$ cat src/logic/dot_pkg.sv
// lane count, operand and sum widths, lane vector and grouping pattern types
`default_nettype none

package dot_pkg;

    // four lanes, one pattern bit between each adjacent pair
    localparam int lanes     = 4;
    localparam int pattern_w = lanes - 1;

    // each adder level grows the result by one bit
    localparam int byte_w    = 8;
    localparam int product_w = 2 * byte_w;
    localparam int partial_w = product_w + 1;
    localparam int sum_w     = partial_w + 1;

    // signed matrix or vector operand
    typedef logic signed [byte_w-1:0]    byte_t;

    // full-precision lane product
    typedef logic signed [product_w-1:0] product_t;

    // sum of at most two adjacent products
    typedef logic signed [partial_w-1:0] partial_t;

    // sum of up to four products, cannot overflow
    typedef logic signed [sum_w-1:0]     sum_t;

    // bit i set means lanes i and i+1 sit in different groups
    typedef logic [pattern_w-1:0]        pattern_t;

    // lane 0 in the low bits of every vector
    typedef product_t [lanes-1:0]        product_vec_t;
    typedef partial_t [lanes-1:0]        partial_vec_t;
    typedef sum_t     [lanes-1:0]        sum_vec_t;

endpackage

`default_nettype wire

$ cat src/logic/lane_multiply.sv
// first pipeline stage, four signed lane multipliers with registered products
`timescale 1ns/10ps
`default_nettype none

module lane_multiply
    import dot_pkg::*;
(
    input  wire                clk,
    input  wire                rst,
    input  wire                in_valid,
    input  wire byte_t [lanes-1:0] mat,
    input  wire byte_t [lanes-1:0] vec,
    input  wire pattern_t      pattern,
    output product_vec_t       prod,
    output pattern_t           prod_pattern,
    output logic               prod_valid
);

    product_vec_t prod_next;

    // operands are signed, so each product is sign-extended to 16 bits
    always_comb begin
        for (int i = 0; i < lanes; i++) begin
            prod_next[i] = mat[i] * vec[i];
        end
    end

    // products and pattern load only on a valid beat and hold otherwise
    always_ff @(posedge clk or negedge rst) begin
        if (!rst) begin
            prod         <= '0;
            prod_pattern <= '0;
            prod_valid   <= 1'b0;
        end else begin
            prod_valid <= in_valid;
            if (in_valid) begin
                prod         <= prod_next;
                prod_pattern <= pattern;
            end
        end
    end

    // the pattern steers both later stages, so it must be known on entry
    pattern_known: assert property (
        @(posedge clk) disable iff (!rst)
        in_valid |-> !$isunknown(pattern)
    ) else begin
        $error("lane_multiply: pattern has unknown bits on a valid beat");
    end

endmodule

`default_nettype wire

$ cat src/logic/pair_reduce.sv
// second pipeline stage, adds lane pairs 0+1 and 2+3 where the pattern joins them
`timescale 1ns/10ps
`default_nettype none

module pair_reduce
    import dot_pkg::*;
(
    input  wire                clk,
    input  wire                rst,
    input  wire                prod_valid,
    input  wire product_vec_t  prod,
    input  wire pattern_t      prod_pattern,
    output partial_vec_t       part,
    output pattern_t           part_pattern,
    output logic               part_valid
);

    partial_vec_t part_next;

    // pair p covers lanes 2p and 2p+1, split or joined by pattern bit 2p
    always_comb begin
        for (int p = 0; p < lanes / 2; p++) begin
            if (prod_pattern[2*p]) begin
                // separate groups, both products just widen
                part_next[2*p]   = partial_t'(prod[2*p]);
                part_next[2*p+1] = partial_t'(prod[2*p+1]);
            end else begin
                // joined, the pair sum sits in the lower slot
                part_next[2*p]   = partial_t'(prod[2*p]) + partial_t'(prod[2*p+1]);
                part_next[2*p+1] = '0;
            end
        end
    end

    // pattern travels with its data for the merge across the middle
    always_ff @(posedge clk or negedge rst) begin
        if (!rst) begin
            part         <= '0;
            part_pattern <= '0;
            part_valid   <= 1'b0;
        end else begin
            part_valid <= prod_valid;
            if (prod_valid) begin
                part         <= part_next;
                part_pattern <= prod_pattern;
            end
        end
    end

endmodule

`default_nettype wire

$ cat src/logic/group_compact.sv
// third pipeline stage, merges across the middle boundary and packs group sums into slots
`timescale 1ns/10ps
`default_nettype none

module group_compact
    import dot_pkg::*;
(
    input  wire                clk,
    input  wire                rst,
    input  wire                part_valid,
    input  wire partial_vec_t  part,
    input  wire pattern_t      part_pattern,
    output sum_vec_t           sum,
    output logic               sum_valid
);

    // pair results widened to full sum width, after the middle merge
    sum_vec_t         widened;
    // bit i set when a group starts at lane i
    logic [lanes-1:0] group_start;
    // slot holding the last group of the lower pair
    int unsigned      lower_last;
    // next free output slot during compaction
    int unsigned      slot;
    sum_vec_t         sum_next;

    // lane 0 always opens a group, any set pattern bit opens the next
    assign group_start = {part_pattern, 1'b1};

    always_comb begin
        for (int i = 0; i < lanes; i++) begin
            widened[i] = sum_t'(part[i]);
        end
        // lower pair ends in slot 1 only when lanes 0 and 1 were split
        lower_last = part_pattern[0] ? 1 : 0;
        if (!part_pattern[1]) begin
            // first upper group folds into the last lower group
            widened[lower_last] = widened[lower_last] + widened[2];
        end
    end

    // walk the lanes and copy each group's sum to the next free slot
    always_comb begin
        sum_next = '0;
        slot     = 0;
        for (int i = 0; i < lanes; i++) begin
            if (group_start[i]) begin
                sum_next[slot] = widened[i];
                slot           = slot + 1;
            end
        end
    end

    // result holds the last beat between valid pulses
    always_ff @(posedge clk or negedge rst) begin
        if (!rst) begin
            sum       <= '0;
            sum_valid <= 1'b0;
        end else begin
            sum_valid <= part_valid;
            if (part_valid) begin
                sum <= sum_next;
            end
        end
    end

    // group count is one plus the set pattern bits of the beat that loaded
    unused_slots_zero: assert property (
        @(posedge clk) disable iff (!rst)
        sum_valid |->
            ((sum >> (sum_w * (1 + $countones($past(part_pattern))))) == '0)
    ) else begin
        $error("group_compact: nonzero slot above the group count");
    end

endmodule

`default_nettype wire

$ cat src/logic/dot_top.sv
// dot-product unit top level, flat ports around the three pipeline stages
`timescale 1ns/10ps
`default_nettype none

module dot_top
    import dot_pkg::*;
(
    input  wire                      clk,
    input  wire                      rst,
    input  wire                      in_valid,
    input  wire  [lanes*byte_w-1:0]  mat,
    input  wire  [lanes*byte_w-1:0]  vec,
    input  wire  [pattern_w-1:0]     pattern,
    output logic                     out_valid,
    output logic [lanes*sum_w-1:0]   result
);

    // flat operands split into lanes, lane 0 in the low byte
    byte_t [lanes-1:0] mat_lanes;
    byte_t [lanes-1:0] vec_lanes;
    pattern_t          in_pattern;

    // multiply stage to pair stage
    product_vec_t      prod;
    pattern_t          prod_pattern;
    logic              prod_valid;

    // pair stage to compact stage
    partial_vec_t      part;
    pattern_t          part_pattern;
    logic              part_valid;

    // compacted slots
    sum_vec_t          sum;
    logic              sum_valid;

    assign mat_lanes  = mat;
    assign vec_lanes  = vec;
    assign in_pattern = pattern;

    lane_multiply u_lane_multiply (
        .clk          (clk),
        .rst          (rst),
        .in_valid     (in_valid),
        .mat          (mat_lanes),
        .vec          (vec_lanes),
        .pattern      (in_pattern),
        .prod         (prod),
        .prod_pattern (prod_pattern),
        .prod_valid   (prod_valid)
    );

    pair_reduce u_pair_reduce (
        .clk          (clk),
        .rst          (rst),
        .prod_valid   (prod_valid),
        .prod         (prod),
        .prod_pattern (prod_pattern),
        .part         (part),
        .part_pattern (part_pattern),
        .part_valid   (part_valid)
    );

    group_compact u_group_compact (
        .clk          (clk),
        .rst          (rst),
        .part_valid   (part_valid),
        .part         (part),
        .part_pattern (part_pattern),
        .sum          (sum),
        .sum_valid    (sum_valid)
    );

    // slot 0 lands in the low bits of result
    assign result    = sum;
    assign out_valid = sum_valid;

endmodule

`default_nettype wire

$ cat config.mk
export PLATFORM = sky130hd
export DESIGN_NAME = dot_top
export DESIGN_NICKNAME = d
export VERILOG_FILES = /design/src/logic/dot_pkg.sv /design/src/logic/lane_multiply.sv /design/src/logic/pair_reduce.sv /design/src/logic/group_compact.sv /design/src/logic/dot_top.sv
export SDC_FILE = /design/constraint.sdc
export NUM_CORES = 1
export LEC_CHECK = 0
export ABC_AREA = 1
export BUFFER_PORTS_ARGS = -buffer_cell sky130_fd_sc_hd__buf_2
export CAP_MARGIN = 20
export CORE_MARGIN = 3
export CORE_UTILIZATION = 35
export DETAILED_ROUTE_END_ITERATION = 10
export GPL_TIMING_DRIVEN = 0
export SKIP_CTS_REPAIR_TIMING = 1
export SLEW_MARGIN = 0
export SYNTH_ARGS = -nofsm -noshare
export SYNTH_HDL_FRONTEND = slang
export SYNTH_SLANG_ARGS = --single-unit
$ cat constraint.sdc
create_clock -name clk -period 5.8 [get_ports clk]
set_input_delay 0.29 -clock clk [delete_from_list [all_inputs] [get_ports clk]]
set_output_delay 0.29 -clock clk [all_outputs]
set_load 0.02 [all_outputs]
==> results by group <==
Critical path
  • CP max FO: 8
  • Most numerous cell on the critical path: fa_1
  • Crit-path slowest cell: fa_1
  • Worst setup SP type: input port
  • Worst path max stage delay: 0.65 ns
  • Delay-heaviest family, CP: adder cells
  • Crit path cell chain: clkbuf_1, nand2_1, fa_1, fa_1, inv_1, fa_1, inv_1, fa_1, inv_1, ha_1, nand2_1, nor3_1, nand3_1, nand3_1, nand2_1, nand3_1, o21ai_0
  • CP Capture Type: flop
  • Worst Path Arrival: 4.58 ns
  • Bufs and invs on worst path: 4
  • Critical path type: input port to flop
  • Register-to-Register Setup Slack: 2.42 ns
  • Required time of the critical path: 6.19 ns

Placement
  • Post-DP HPWL: 54.0 mm
  • Routability cong.: 0.973
  • DP Worst Slack: 1.04 ns
  • I/O Buffers: 82
  • Placed Area: 23,600 sq um

STA
  • Min Hold Slack: 0.0195 ns
  • Minimum clock period: 4.20 ns
  • Final Hold Fails: 0
  • Final worst slack: 1.60 ns
  • Max Slew Vio Count: 0
  • Fmax: 0.238 GHz
  • Worst clock skew: 0.0109 ns
  • RSZ-0062 raised after global routing: false
  • Setup TNS: 0 ns
  • Slew @ Worst Pin: 0.911 ns
  • Worst slew margin: 39.2%
  • Finish-stage setup viols: 0
  • Final period utilization: 72.4%

Flow run
  • MaxCap Viol Count: 0

Power and ir drop
  • Net Sw Power: 6.00 mW
  • Total power: 11.5 mW
  • PD cells: 470 nW/um^2
  • Share of power burned in registers: 20.9%
  • Gate power share: 65.6%
  • LEAKAGE: 13.8 nW
  • Internal: 5.51 mW
  • Switching Fraction: 52.1%
  • Clock power frac: 13.5%
  • Peak VDD IR: 0.000210 V

Clock tree
  • H-tree lvl count: 1
  • Worst-skew pair later-pin latency: 0.53 ns
  • Inserted Clock Buffers: 24
  • Clock Path Buffers: 3
  • Root Buffer Master: clkbuf_16
  • CTS tree: done
  • Worst-path clk slew: 0.06 ns
  • CTS Sinks: 208

Detailed routing
  • Number of remaining DRC errors: 0
  • ANT nets after route: 0
  • Final wirelength: 65.5 mm
  • Via-to-Cell Ratio: 4.79
  • Initial detailed-routing violation count: 1,266
  • Vias: 18,893
  • Mean routed wirelength per cell: 16.6 microns
  • DR pass1 iterations: 5

Logic synthesis
  • Syn. warnings: 0
  • Syn Std Cell Area: 22,100 sq um
  • Post-synth top area share: 23.5%
  • Post-Syn Instances: 2,979
  • Synthesized area per cell: 7.43 sq um
  • Largest cells by area after synthesis: dfrtp_1 24%, fa_1 20%, nand2_1 13%
  • Largest area contributor in the netlist: dfrtp_1
  • Sequential area share after synthesis: 23.5%
  • Syn nets: 3,440
  • Yosys cell types: 44
  • Synthesized flop and latch total: 208

Final layout
  • Post-route design area: 24,500 sq um
  • Final #Nets: 3,551
  • Ant diodes: 0
  • Most used cells in the layout excluding fill and tap cells: 773 x nand2_1, 701 x inv_1, 223 x fa_1
  • Commonest non-fill, non-tap cell in the layout: nand2_1
  • Fraction of layout cells with a size suffix above 1: 5.98%
  • Area grow syn2layout: 10.5%

Floorplanning
  • Site Rows: 91
  • Num ports: 143
  • Core ar.: 62,200 sq um
  • Die ar.: 66,300 sq um
  • Initial Util: 35.6%
  • Die X: 258 microns
  • Die Y: 258 microns

Global routing
  • Vias in the first global route: 18,885
  • First-pass GRT wire length: 105 mm
  • Overflow after GRT: 0
  • Total GRT Usage: 19.8%
  • Largest net degree at the start of global routing: 109
  • Initial antenna violation count: 0

Outcome
  • Outcome: complete, no violations

Min path
  • HP Class: input port to flop
==> power by group through the flow <==
stage / Combinational [mW] / Sequential (mW) / Clock [mW]
CTS: 7.55 / 2.38 / 1.58
global placement: 7.46 / 2.40 / 0
detailed placement: 7.49 / 2.40 / 0
floorplan: 5.39 / 2.35 / 0
finish: 7.55 / 2.40 / 1.55
global route: 8.67 / 2.44 / 1.64
==> sequential cells by signal, indices dropped and copies added, names as in the netlist <==
name / count
u_pair_reduce.part_pattern: 3
u_lane_multiply.prod_valid: 1
u_lane_multiply.prod_pattern: 3
u_lane_multiply.prod: 64
u_group_compact.sum_valid: 1
u_pair_reduce.part_valid: 1
u_group_compact.sum: 69
u_pair_reduce.part: 66
==> synthesized netlist by cell type (all sizes together) <==
master  number
a21oi      112
o31ai        4
nor4         1
buf         22
clkbuf     105
a21boi       5
or2         15
nor3        16
dfrtp      208
xnor2       29
o311ai       1
a21o        11
nand3      128
nand4        9
o21bai      10
nor2       107
o21a        10
nand2      781
fa         223
nand3b       4
o21ai      206
a221oi      12
inv        710
xor2        26
ha         168
a31oi       12
o22ai       15
o211ai       9
o221ai      20
==> cell type report <==
class / instances / area, sq um
Buffer: 127 / 512
Fill cell: 6573 / 37700
Clock buffer: 30 / 694
Clock inverter: 14 / 120
Tap cell: 837 / 1050
Sequential cell: 208 / 5200
Multi-Input combinational cell: 1934 / 13800
Inverter: 710 / 2670
Timing Repair Buffer: 85 / 468
==> path summary, 6_finish.rpt <==
| path | depth (start not counted) | to | startpoint |
|---|---|---|---|
| setup / recovery | 17 | u_lane_multiply.prod[46] | vec[18] |
| hold / removal | 3 | u_lane_multiply.prod_pattern[1] | pattern[1] |
| setup reg to reg | 15 | u_group_compact.sum[15] | u_pair_reduce.part_pattern[0] |
| hold reg to reg | 0 | u_pair_reduce.part_valid | u_lane_multiply.prod_valid |
| max in group asynchronous | 3 | u_lane_multiply.prod[27] | rst |
| min in group asynchronous | 2 | u_group_compact.sum[42] | rst |
==> stage by stage <==
| stage | util (%) | std cells |
|---|---|---|
| 5_1_grt | 39.4 | 3945 |
| 6_report | 39.4 | 3945 |
| 3_5_place_dp | 38.0 | 3899 |
| 4_1_cts | 39.3 | 3943 |
| 3_3_place_gp | 38.0 | 3898 |
| 2_1_floorplan | - | 2979 |
==> per-layer routing <==
metal	part of all wire, %	track usage [%]	routed length [microns]
met3	4.3	1.55	2790
met5	0	0	0
met1	46	27.6	30300
met4	4.2	7.23	2780
met2	45	32.5	29500
==> kinds of logic after synthesis <==
kind of cell	share of synthesized area, %
and+or+nand+nor	19.4
buffers and inverters	14.3
AOI/OAI and AO/OA	11.0
adders and majority gates	29.7
DFF	23.5
xor gates and xnor gates	2.18
==> worst register-to-register path: cells and delay by family, from the launching register on <==
family	cells	cell delay [ns]
AND/OR/NAND/NOR	7	0.55
flip-flops	1	0.35
buffers and inverters	3	1.15
adder cells (fa/ha/maj)	1	0.43
AO/OA/AOI/OAI	4	0.85
Power figures use the tool's default switching activity.
